**config.mk**
```make
export PLATFORM = sky130hd
export DESIGN_NAME = exec_core
export DESIGN_NICKNAME = d
export VERILOG_FILES = /design/src/hw/isa_pkg.sv /design/src/hw/exec_pkg.sv /design/src/hw/instr_decode.sv /design/src/hw/alu_execute.sv /design/src/hw/writeback_select.sv /design/src/hw/exec_core.sv
export SDC_FILE = /design/constraint.sdc
export NUM_CORES = 1
export LEC_CHECK = 0
export ABC_AREA = 1
export BUFFER_PORTS_ARGS = -buffer_cell sky130_fd_sc_hd__buf_2
export CAP_MARGIN = 20
export CORE_ASPECT_RATIO = 1.25
export CORE_MARGIN = 5
export CORE_UTILIZATION = 25
export CTS_BUF_LIST = sky130_fd_sc_hd__clkbuf_8
export DETAILED_ROUTE_END_ITERATION = 7
export GPL_ROUTABILITY_DRIVEN = 0
export PLACE_DENSITY = 0.39
export SLEW_MARGIN = 20
export SYNTH_ARGS = -nofsm -noshare
export SYNTH_HDL_FRONTEND = slang
export SYNTH_SLANG_ARGS = --single-unit
```
**constraint.sdc**
```tcl
create_clock -name clk -period 3.2 [get_ports clk]
set_input_delay 0.32 -clock clk [delete_from_list [all_inputs] [get_ports clk]]
set_output_delay 0.32 -clock clk [all_outputs]
set_load 0.02 [all_outputs]
```
**src/hw/isa_pkg.sv**
```systemverilog
`default_nettype none

package isa_pkg;

  ////////////////////////////////////////////////////////////////////////////
  // Major opcodes
  ////////////////////////////////////////////////////////////////////////////

  localparam logic [6:0] OPC_OP     = 7'b0110011;
  localparam logic [6:0] OPC_OP_IMM = 7'b0010011;
  localparam logic [6:0] OPC_LUI    = 7'b0110111;
  localparam logic [6:0] OPC_AUIPC  = 7'b0010111;
  localparam logic [6:0] OPC_JAL    = 7'b1101111;
  localparam logic [6:0] OPC_JALR   = 7'b1100111;
  localparam logic [6:0] OPC_SYSTEM = 7'b1110011;

  // ALU group funct3
  localparam logic [2:0] F3_ADD_SUB = 3'b000;
  localparam logic [2:0] F3_SLL     = 3'b001;
  localparam logic [2:0] F3_SLT     = 3'b010;
  localparam logic [2:0] F3_SLTU    = 3'b011;
  localparam logic [2:0] F3_XOR     = 3'b100;
  localparam logic [2:0] F3_SRL_SRA = 3'b101;
  localparam logic [2:0] F3_OR      = 3'b110;
  localparam logic [2:0] F3_AND     = 3'b111;

  // CSR group funct3, bit 2 selects the immediate source
  localparam logic [2:0] F3_CSRRW  = 3'b001;
  localparam logic [2:0] F3_CSRRS  = 3'b010;
  localparam logic [2:0] F3_CSRRC  = 3'b011;
  localparam logic [2:0] F3_CSRRWI = 3'b101;
  localparam logic [2:0] F3_CSRRSI = 3'b110;
  localparam logic [2:0] F3_CSRRCI = 3'b111;

  ////////////////////////////////////////////////////////////////////////////
  // Instruction word views
  ////////////////////////////////////////////////////////////////////////////

  typedef struct packed {
    logic [6:0] funct7;
    logic [4:0] rs2;
    logic [4:0] rs1;
    logic [2:0] funct3;
    logic [4:0] rd;
    logic [6:0] opcode;
  } r_fmt_t;

  // Also CSR form: imm12 is the CSR address, rs1 is the 5-bit immediate
  typedef struct packed {
    logic [11:0] imm12;
    logic [4:0]  rs1;
    logic [2:0]  funct3;
    logic [4:0]  rd;
    logic [6:0]  opcode;
  } i_fmt_t;

  typedef struct packed {
    logic [19:0] imm20;
    logic [4:0]  rd;
    logic [6:0]  opcode;
  } u_fmt_t;

  typedef union packed {
    r_fmt_t r_fmt;
    i_fmt_t i_fmt;
    u_fmt_t u_fmt;
  } instr_t;

endpackage

`default_nettype wire

```
**src/hw/exec_pkg.sv**
```systemverilog
`default_nettype none

package exec_pkg;

  ////////////////////////////////////////////////////////////////////////////
  // Operation codes
  ////////////////////////////////////////////////////////////////////////////

  typedef enum logic [3:0] {
    ALU_ADD,
    ALU_SUB,
    ALU_AND,
    ALU_OR,
    ALU_XOR,
    ALU_SLL,
    ALU_SRL,
    ALU_SRA,
    ALU_SLT,
    ALU_SLTU
  } alu_op_e;

  // Immediate CSR forms share these codes
  typedef enum logic [1:0] {
    CSR_NONE,
    CSR_RW,
    CSR_RS,
    CSR_RC
  } csr_op_e;

  typedef enum logic [1:0] {
    WB_ALU,
    WB_LINK,
    WB_CSR
  } wb_src_e;

  ////////////////////////////////////////////////////////////////////////////
  // Stage-to-stage bundles
  ////////////////////////////////////////////////////////////////////////////

  // Decode to execute
  typedef struct packed {
    logic        valid;
    alu_op_e     alu_op;
    csr_op_e     csr_op;
    wb_src_e     wb_src;
    logic [4:0]  rd;
    logic        rd_we;
    logic [11:0] csr_addr;
    logic [31:0] op_a;
    logic [31:0] op_b;
    logic [31:0] pc;
    logic        compressed;
    logic [31:0] csr_old;
  } dec_ctrl_t;

  // Execute to result
  typedef struct packed {
    logic        valid;
    wb_src_e     wb_src;
    logic [4:0]  rd;
    logic        rd_we;
    logic [31:0] alu_res;
    logic [31:0] link;
    logic [31:0] csr_old;
    logic [31:0] csr_new;
    csr_op_e     csr_op;
    logic [11:0] csr_addr;
  } exec_res_t;

endpackage

`default_nettype wire

```
**src/hw/instr_decode.sv**
```systemverilog
`timescale 1ns/1ps
`default_nettype none

module instr_decode
  import isa_pkg::*;
  import exec_pkg::*;
(
  input  wire logic        clk,
  input  wire logic        rst,
  input  wire logic        in_valid,
  input  wire instr_t      instr,
  input  wire logic [31:0] pc,
  input  wire logic [31:0] rs1_data,
  input  wire logic [31:0] rs2_data,
  input  wire logic [31:0] csr_rdata,
  input  wire logic        compressed,
  output dec_ctrl_t        ctrl
);

  // funct3 to ALU op; alt is instruction bit 30
  function automatic alu_op_e map_alu(input logic [2:0] f3, input logic alt,
                                      input logic reg_form);
    alu_op_e op;
    case (f3)
      F3_ADD_SUB: op = (alt && reg_form) ? ALU_SUB : ALU_ADD;
      F3_SLL:     op = ALU_SLL;
      F3_SLT:     op = ALU_SLT;
      F3_SLTU:    op = ALU_SLTU;
      F3_XOR:     op = ALU_XOR;
      F3_SRL_SRA: op = alt ? ALU_SRA : ALU_SRL;
      F3_OR:      op = ALU_OR;
      F3_AND:     op = ALU_AND;
      default:    op = ALU_ADD;
    endcase
    return op;
  endfunction

  dec_ctrl_t   ctrl_d;
  logic        legal;
  csr_op_e     csr_dec;
  logic [31:0] i_imm;
  logic [31:0] u_imm;

  // Immediates
  assign i_imm = {{20{instr.i_fmt.imm12[11]}}, instr.i_fmt.imm12};
  assign u_imm = {instr.u_fmt.imm20, 12'b0};

  ////////////////////////////////////////////////////////////////////////////
  // Field decode and operand select
  ////////////////////////////////////////////////////////////////////////////

  always_comb begin
    ctrl_d            = '0;
    ctrl_d.alu_op     = ALU_ADD;
    ctrl_d.csr_op     = CSR_NONE;
    ctrl_d.wb_src     = WB_ALU;
    ctrl_d.rd         = instr.r_fmt.rd;
    ctrl_d.csr_addr   = instr.i_fmt.imm12;
    ctrl_d.pc         = pc;
    ctrl_d.compressed = compressed;
    ctrl_d.csr_old    = csr_rdata;
    legal             = 1'b1;
    csr_dec           = CSR_NONE;

    case (instr.r_fmt.opcode)
      OPC_OP: begin
        ctrl_d.op_a   = rs1_data;
        ctrl_d.op_b   = rs2_data;
        ctrl_d.alu_op = map_alu(instr.r_fmt.funct3, instr.r_fmt.funct7[5], 1'b1);
      end
      OPC_OP_IMM: begin
        // Shift amount sits in the low five immediate bits
        ctrl_d.op_a   = rs1_data;
        ctrl_d.op_b   = i_imm;
        ctrl_d.alu_op = map_alu(instr.i_fmt.funct3, instr.r_fmt.funct7[5], 1'b0);
      end
      OPC_LUI: begin
        ctrl_d.op_b = u_imm;
      end
      OPC_AUIPC: begin
        // Full PC plus upper immediate
        ctrl_d.op_a = pc;
        ctrl_d.op_b = u_imm;
      end
      OPC_JAL, OPC_JALR: begin
        ctrl_d.wb_src = WB_LINK;
      end
      OPC_SYSTEM: begin
        ctrl_d.wb_src = WB_CSR;
        // Zero-extended uimm or rs1 value
        ctrl_d.op_a = instr.i_fmt.funct3[2] ? {27'b0, instr.i_fmt.rs1} : rs1_data;
        case (instr.i_fmt.funct3)
          F3_CSRRW, F3_CSRRWI: csr_dec = CSR_RW;
          F3_CSRRS, F3_CSRRSI: csr_dec = CSR_RS;
          F3_CSRRC, F3_CSRRCI: csr_dec = CSR_RC;
          default:             csr_dec = CSR_NONE;
        endcase
        legal = (csr_dec != CSR_NONE);
        // Set/clear with x0 or zero uimm is a pure read
        if (csr_dec != CSR_RW && instr.i_fmt.rs1 == 5'd0)
          ctrl_d.csr_op = CSR_NONE;
        else
          ctrl_d.csr_op = csr_dec;
      end
      default: begin
        legal = 1'b0;
      end
    endcase

    ctrl_d.valid = in_valid;
    ctrl_d.rd_we = in_valid && legal && (instr.r_fmt.rd != 5'd0);
    if (!in_valid)
      ctrl_d.csr_op = CSR_NONE;
  end

  // Decode register; only control fields take reset
  always_ff @(posedge clk) begin
    ctrl <= ctrl_d;
    if (rst) begin
      ctrl.valid  <= 1'b0;
      ctrl.rd_we  <= 1'b0;
      ctrl.csr_op <= CSR_NONE;
    end
  end

endmodule

`default_nettype wire

```
**src/hw/alu_execute.sv**
```systemverilog
`timescale 1ns/1ps
`default_nettype none

module alu_execute
  import exec_pkg::*;
(
  input  wire logic      clk,
  input  wire logic      rst,
  input  wire dec_ctrl_t ctrl,
  output exec_res_t      res
);

  logic [31:0] alu_y;
  logic [31:0] link;
  logic [31:0] csr_new;
  logic [4:0]  shamt;
  exec_res_t   res_d;

  assign shamt = ctrl.op_b[4:0];

  ////////////////////////////////////////////////////////////////////////////
  // ALU
  ////////////////////////////////////////////////////////////////////////////

  always_comb begin
    case (ctrl.alu_op)
      ALU_ADD:  alu_y = ctrl.op_a + ctrl.op_b;
      ALU_SUB:  alu_y = ctrl.op_a - ctrl.op_b;
      ALU_AND:  alu_y = ctrl.op_a & ctrl.op_b;
      ALU_OR:   alu_y = ctrl.op_a | ctrl.op_b;
      ALU_XOR:  alu_y = ctrl.op_a ^ ctrl.op_b;
      ALU_SLL:  alu_y = ctrl.op_a << shamt;
      ALU_SRL:  alu_y = ctrl.op_a >> shamt;
      ALU_SRA:  alu_y = $unsigned($signed(ctrl.op_a) >>> shamt);
      // Compares give 0 or 1
      ALU_SLT:  alu_y = {31'b0, $signed(ctrl.op_a) < $signed(ctrl.op_b)};
      ALU_SLTU: alu_y = {31'b0, ctrl.op_a < ctrl.op_b};
      default:  alu_y = 32'b0;
    endcase
  end

  // Return address stepping by 2 for compressed
  assign link = ctrl.pc + (ctrl.compressed ? 32'd2 : 32'd4);

  ////////////////////////////////////////////////////////////////////////////
  // CSR read-modify-write
  ////////////////////////////////////////////////////////////////////////////

  always_comb begin
    case (ctrl.csr_op)
      CSR_RW:  csr_new = ctrl.op_a;
      CSR_RS:  csr_new = ctrl.csr_old | ctrl.op_a;
      CSR_RC:  csr_new = ctrl.csr_old & ~ctrl.op_a;
      default: csr_new = ctrl.csr_old;
    endcase
  end

  always_comb begin
    res_d.valid    = ctrl.valid;
    res_d.wb_src   = ctrl.wb_src;
    res_d.rd       = ctrl.rd;
    res_d.rd_we    = ctrl.rd_we;
    res_d.alu_res  = alu_y;
    res_d.link     = link;
    res_d.csr_old  = ctrl.csr_old;
    res_d.csr_new  = csr_new;
    res_d.csr_op   = ctrl.csr_op;
    res_d.csr_addr = ctrl.csr_addr;
  end

  // Execute register
  always_ff @(posedge clk) begin
    res <= res_d;
    if (rst) begin
      res.valid  <= 1'b0;
      res.rd_we  <= 1'b0;
      res.csr_op <= CSR_NONE;
    end
  end

endmodule

`default_nettype wire

```
**src/hw/writeback_select.sv**
```systemverilog
`timescale 1ns/1ps
`default_nettype none

module writeback_select
  import exec_pkg::*;
(
  input  wire logic      clk,
  input  wire logic      rst,
  input  wire exec_res_t res,
  output logic           out_valid,
  output logic [4:0]     rd_addr,
  output logic           rd_we,
  output logic [31:0]    rd_data,
  output logic           csr_we,
  output logic [11:0]    csr_addr,
  output logic [31:0]    csr_wdata
);

  logic [31:0] rd_data_d;

  // Writeback source mux
  always_comb begin
    case (res.wb_src)
      WB_LINK: rd_data_d = res.link;
      WB_CSR:  rd_data_d = res.csr_old;
      default: rd_data_d = res.alu_res;
    endcase
  end

  ////////////////////////////////////////////////////////////////////////////
  // Commit register
  ////////////////////////////////////////////////////////////////////////////

  always_ff @(posedge clk) begin
    rd_addr   <= res.rd;
    rd_data   <= rd_data_d;
    csr_addr  <= res.csr_addr;
    csr_wdata <= res.csr_new;
    if (rst) begin
      out_valid <= 1'b0;
      rd_we     <= 1'b0;
      csr_we    <= 1'b0;
    end else begin
      out_valid <= res.valid;
      // Write enables only with a live instruction
      rd_we     <= res.valid && res.rd_we;
      csr_we    <= res.valid && (res.csr_op != CSR_NONE);
    end
  end

endmodule

`default_nettype wire

```
**src/hw/exec_core.sv**
```systemverilog
`timescale 1ns/1ps
`default_nettype none

module exec_core
  import isa_pkg::*;
  import exec_pkg::*;
(
  input  wire logic        clk,
  input  wire logic        rst,
  input  wire logic        in_valid,
  input  wire instr_t      instr,
  input  wire logic [31:0] pc,
  input  wire logic [31:0] rs1_data,
  input  wire logic [31:0] rs2_data,
  input  wire logic [31:0] csr_rdata,
  input  wire logic        compressed,
  output logic             out_valid,
  output logic [4:0]       rd_addr,
  output logic             rd_we,
  output logic [31:0]      rd_data,
  output logic             csr_we,
  output logic [11:0]      csr_addr,
  output logic [31:0]      csr_wdata
);

  ////////////////////////////////////////////////////////////////////////////
  // Decode, execute, commit
  ////////////////////////////////////////////////////////////////////////////

  dec_ctrl_t ctrl;
  exec_res_t res;

  instr_decode u_decode (
    .clk        (clk),
    .rst        (rst),
    .in_valid   (in_valid),
    .instr      (instr),
    .pc         (pc),
    .rs1_data   (rs1_data),
    .rs2_data   (rs2_data),
    .csr_rdata  (csr_rdata),
    .compressed (compressed),
    .ctrl       (ctrl)
  );

  alu_execute u_execute (
    .clk  (clk),
    .rst  (rst),
    .ctrl (ctrl),
    .res  (res)
  );

  // Writes become visible here
  writeback_select u_writeback (
    .clk       (clk),
    .rst       (rst),
    .res       (res),
    .out_valid (out_valid),
    .rd_addr   (rd_addr),
    .rd_we     (rd_we),
    .rd_data   (rd_data),
    .csr_we    (csr_we),
    .csr_addr  (csr_addr),
    .csr_wdata (csr_wdata)
  );

endmodule

`default_nettype wire

```
==> impl_summary.txt <==
----------------------------------------------------
[Drt]
  Met1 Wirelength ... roughly 45,000 um
  Total wire length after detailed routing ... 114,000 um
  Routed wl met3 ... 6360 um
  Top layer in use ... met5
  Via density per instance ... roughly 5
  Wire per inst ... about 24 um
  Detailed-route via count ... between 20,000 and 25,000
  First-pass iteration count of the detailed router ... 6
  Number of antenna-violating nets in the routed design ... 0
  Residual DRC ... 0
  Wire length on met2 ... 56,600 um
  Iteration-0 DRC Markers ... 1,839

[Placement]
  Post-Place Setup Slack ... between 200 and 300 ps
  Estimated wirelength of the detail-placed design ... 93,200 um
  Cell Count Post-Placement ... 4,428
  Port buffer count ... roughly 250

[Final layout]
  Net count reported at finish ... ~3,800
  Fraction of layout cells with a size suffix above 1 ... between 10% and 20%
  Syn-to-layout area delta ... 26.8%
  Non-filler cells in the finished layout ... between 4,000 and 5,000
  Share of the core filled with cells in the final layout ... a little under a third

[Logic synthesis]
  Count of flip-flops with a built-in enable after synthesis ... 0
  Syn Area/Cell ... just under 7 um2
  Number of standard cells after synthesis ... 3,104
  Count of unique library cells instantiated by Yosys ... 52
  Sequential element share of the synthesized area ... between 30% and 40%
  Synth Net Count ... about 3,400
  Most used DFF post-synth ... sky130_fd_sc_hd__dfxtp_1
  Synth Register Bits ... about 390
  Share of the synthesized area in the top cell type ... 37.1%
  Post-synthesis async set-or-reset flop share ... 0%
  Post-Syn Area ... approximately 21,000 um2
  Number of warning messages in the yosys log ... 0
  Cell type contributing the most total cell area after synthesis ... sky130_fd_sc_hd__dfxtp_1
  Top cells by area, synth ... sky130_fd_sc_hd__dfxtp_1 37%, sky130_fd_sc_hd__nand2_1 14%, sky130_fd_sc_hd__nand3_1 11%

[CTS]
  H-tree Lvls ... 3
  CTS tree ... built
  Maximum buffer depth of the clock tree ... 3
  Clk pin slew, worst setup/hold paths ... 70 ps
  CTS Root Cell ... sky130_fd_sc_hd__clkbuf_8
  Setup Buffers After CTS ... 0
  Sinks on the clock net ... around 400
  Worst-Skew Late Latency ... around 700 ps
  Total clock buffers created by CTS ... 71

[Timing]
  Final max-slew violation count ... 0
  Achievable Freq ... approximately 340 MHz
  RSZ-0062 raised after global routing ... false
  Transition time of the tightest slew-check pin ... 1020 ps
  Worst slew margin relative to its limit ... about a third
  Ratio of final minimum period to clock period ... between 90 and 100%
  Clock period minus final worst setup slack ... 2950 ps
  Total Neg Setup Slack ... 0 ps
  Worst path setup slack after routing ... 252 ps
  Worst clock skew on the final layout ... just under 50 ps
  Final count of hold timing violations ... 0
  Final setup viols ... 0

[Floorplan]
  Initial core utilization ... between 20% and 30%
  Number of cell rows ... between 100 and 150
  Horizontal die dimension ... 270 um
  I/O pin total ... approximately 250
  Overall die area ... 90,500 um2
  Core region area ... 84,100 um2
  Die height ... roughly 340 um

[Pwr]
  Pwr/cell area ... ~420 nW/um2
  Leakage ... between 0.01 and 0.015 uW
  Peak supply drop ... roughly 360 uV

[Critical path]
  CP Capture Type ... flip-flop
  Slowest library cell on the worst path ... sky130_fd_sc_hd__ha_1
  FF-to-FF End ... u_execute.res[122]
  Register-to-register path setup slack ... about 250 ps
  Capturing instance or port of the critical path ... u_execute.res[122]
  Most used cell along the critical path ... sky130_fd_sc_hd__nand2_1
  Critical path data required time ... 3790 ps
  Crit path arrival time ... between 3000 and 4000 ps
  Timing startpoint of the critical path ... u_decode.ctrl[107]
  RR Startpoint ... u_decode.ctrl[107]
  Crit-path max FO ... 8
  Crit-path cells ... inv_1 -> ha_1 -> nand2_1 -> nor2_1 -> nand2_1 -> nand3_1 -> buf_4 -> nand2_1 -> nand2_1 -> o21ai_0 -> inv_1 -> nand4_1 -> buf_4
  Number of cells on the worst reg-to-reg path ... 13
  Nature of the critical path startpoint ... flip-flop
  Type of the worst setup path ... reg -> reg
  Crit path largest cell delay ... between 500 and 600 ps

[Global routing]
  Pin count of the biggest net entering global routing ... ~70
  GRT Util Overall ... between 20% and 30%
  Global route overflow ... 0
  Via count of the first global-routing pass ... about 23,000
  Global-route wire length before repair ... between 150,000 and 200,000 um
  Initial antenna violation count ... 6

[Run status]
  Result of the run ... complete, no violations

[Worst hold path]
  Path category of the worst min-delay check ... in -> reg

[Run]
  Max-capacitance violation count ... 0

----------------------------------------------------
## logic make-up after synthesis
group,count (synthesis),synth area share [%]
adders and majority gates,104,6.27
AOI/OAI and AO/OA,421,11.3
DFF,391,37.1
xor gates and xnor gates,33,1.37
and+or+nand+nor,1604,33.2
buffers and inverters,551,10.8
## how the worst min path moves through the flow
stage | cells after the start | from | endpoint | slack, ps
floorplan | 0 | u_decode.ctrl[129] | u_execute.res[0] | 310
global placement | 0 | u_execute.res[14] | u_writeback.csr_wdata[0] | 310
detailed placement | 0 | u_decode.ctrl[144] | u_execute.res[145] | 310
CTS | 4 | rs1_data[16] | u_decode.ctrl[113] | 9
global route | 3 | rs1_data[28] | u_decode.ctrl[125] | 7
finish | 3 | rs2_data[0] | u_decode.ctrl[65] | 30
## placed cells by master, fill, tap and decap left out, types with 19 or more instances in the layout
cell | synthesis | routed
sky130_fd_sc_hd__nand2_2 | 19 | 19
sky130_fd_sc_hd__dfxtp_1 | 391 | 388
sky130_fd_sc_hd__nand3_1 | 458 | 458
sky130_fd_sc_hd__dlygate4sd3_1 | 0 | 126
sky130_fd_sc_hd__o21ai_0 | 85 | 84
sky130_fd_sc_hd__nand4_1 | 38 | 38
sky130_fd_sc_hd__inv_1 | 401 | 423
sky130_fd_sc_hd__a21oi_1 | 193 | 192
sky130_fd_sc_hd__nor3_1 | 26 | 26
sky130_fd_sc_hd__o211ai_1 | 40 | 40
sky130_fd_sc_hd__o22ai_1 | 54 | 54
sky130_fd_sc_hd__buf_4 | 16 | 118
sky130_fd_sc_hd__clkbuf_8 | 0 | 82
sky130_fd_sc_hd__buf_2 | 51 | 247
sky130_fd_sc_hd__ha_1 | 101 | 101
sky130_fd_sc_hd__nor2_1 | 204 | 203
sky130_fd_sc_hd__nand2_1 | 799 | 799
## critical path: cells and delay by family, from the launching register on
| family | cells | cell delay (ps) |
|---|---|---|
| compound gates | 1 | 80 |
| buf+inv | 4 | 660 |
| fa+ha+maj | 1 | 580 |
| flops | 1 | 520 |
| simple gates | 7 | 1020 |
## cell usage after synthesis, drive strengths merged, types with 8 or more instances
cell type and number:
nand2 822, nand3 460, inv 413, dfxtp 391, nor2 225, a21oi 194, ha 101, o21ai 93
buf 86, o22ai 54, clkbuf 51, o211ai 40, nand4 39, nor3 27, xnor2 17, xor2 16
and2 13, o21bai 11, o221ai 8
## flip-flops by register name (all words and copies together) (netlist names)
signal,count
u_decode.ctrl,156
u_execute.res,151
u_writeback.csr_wdata,32
u_writeback.rd_data,32
u_writeback.csr_addr,12
u_writeback.rd_addr,5
u_writeback.csr_we,1
u_writeback.out_valid,1
u_writeback.rd_we,1
## per-stage QoR
step	hold WS [ps]	power, uW	instance area, um2
after global routing	6.58	11900	26800
after detailed placement	312	6310	24000
after CTS	9.25	11500	26800
final	35.0	11400	26800
after floorplan	310	5790	21100
after global placement	310	6320	24000
## repair_timing
item | in CTS | in global routing
hold buffers | 126 | 0
resized for setup | 0 | 0
hold endpoints to repair | 132 | 0
## power breakdown
group	switching (uW)	total (uW)	internal (uW)
sequential	110	5190	5080
clock	2340	5050	2710
combinational	708	1130	427
## layout make-up
| class | count | area, um2 |
|---|---|---|
| fill | 9258 | 57300 |
| multi-input combinational | 2162 | 11000 |
| sequential | 391 | 7830 |
| timing repair buffer | 498 | 3520 |
| inverter | 414 | 1560 |
| tap | 1089 | 1360 |
| clock buffer | 82 | 1130 |
| clock inverter | 46 | 354 |
| antenna | 2 | 5.00 |
## per-layer routing
metal / up-vias / track usage (%)
met5: - / 0
met2: 898 / 43.5
met3: 224 / 3.89
li1: 10940 / -
met1: 10873 / 28.2
met4: 4 / 11.7
No activity file was read; power rests on OpenSTA's default activity.
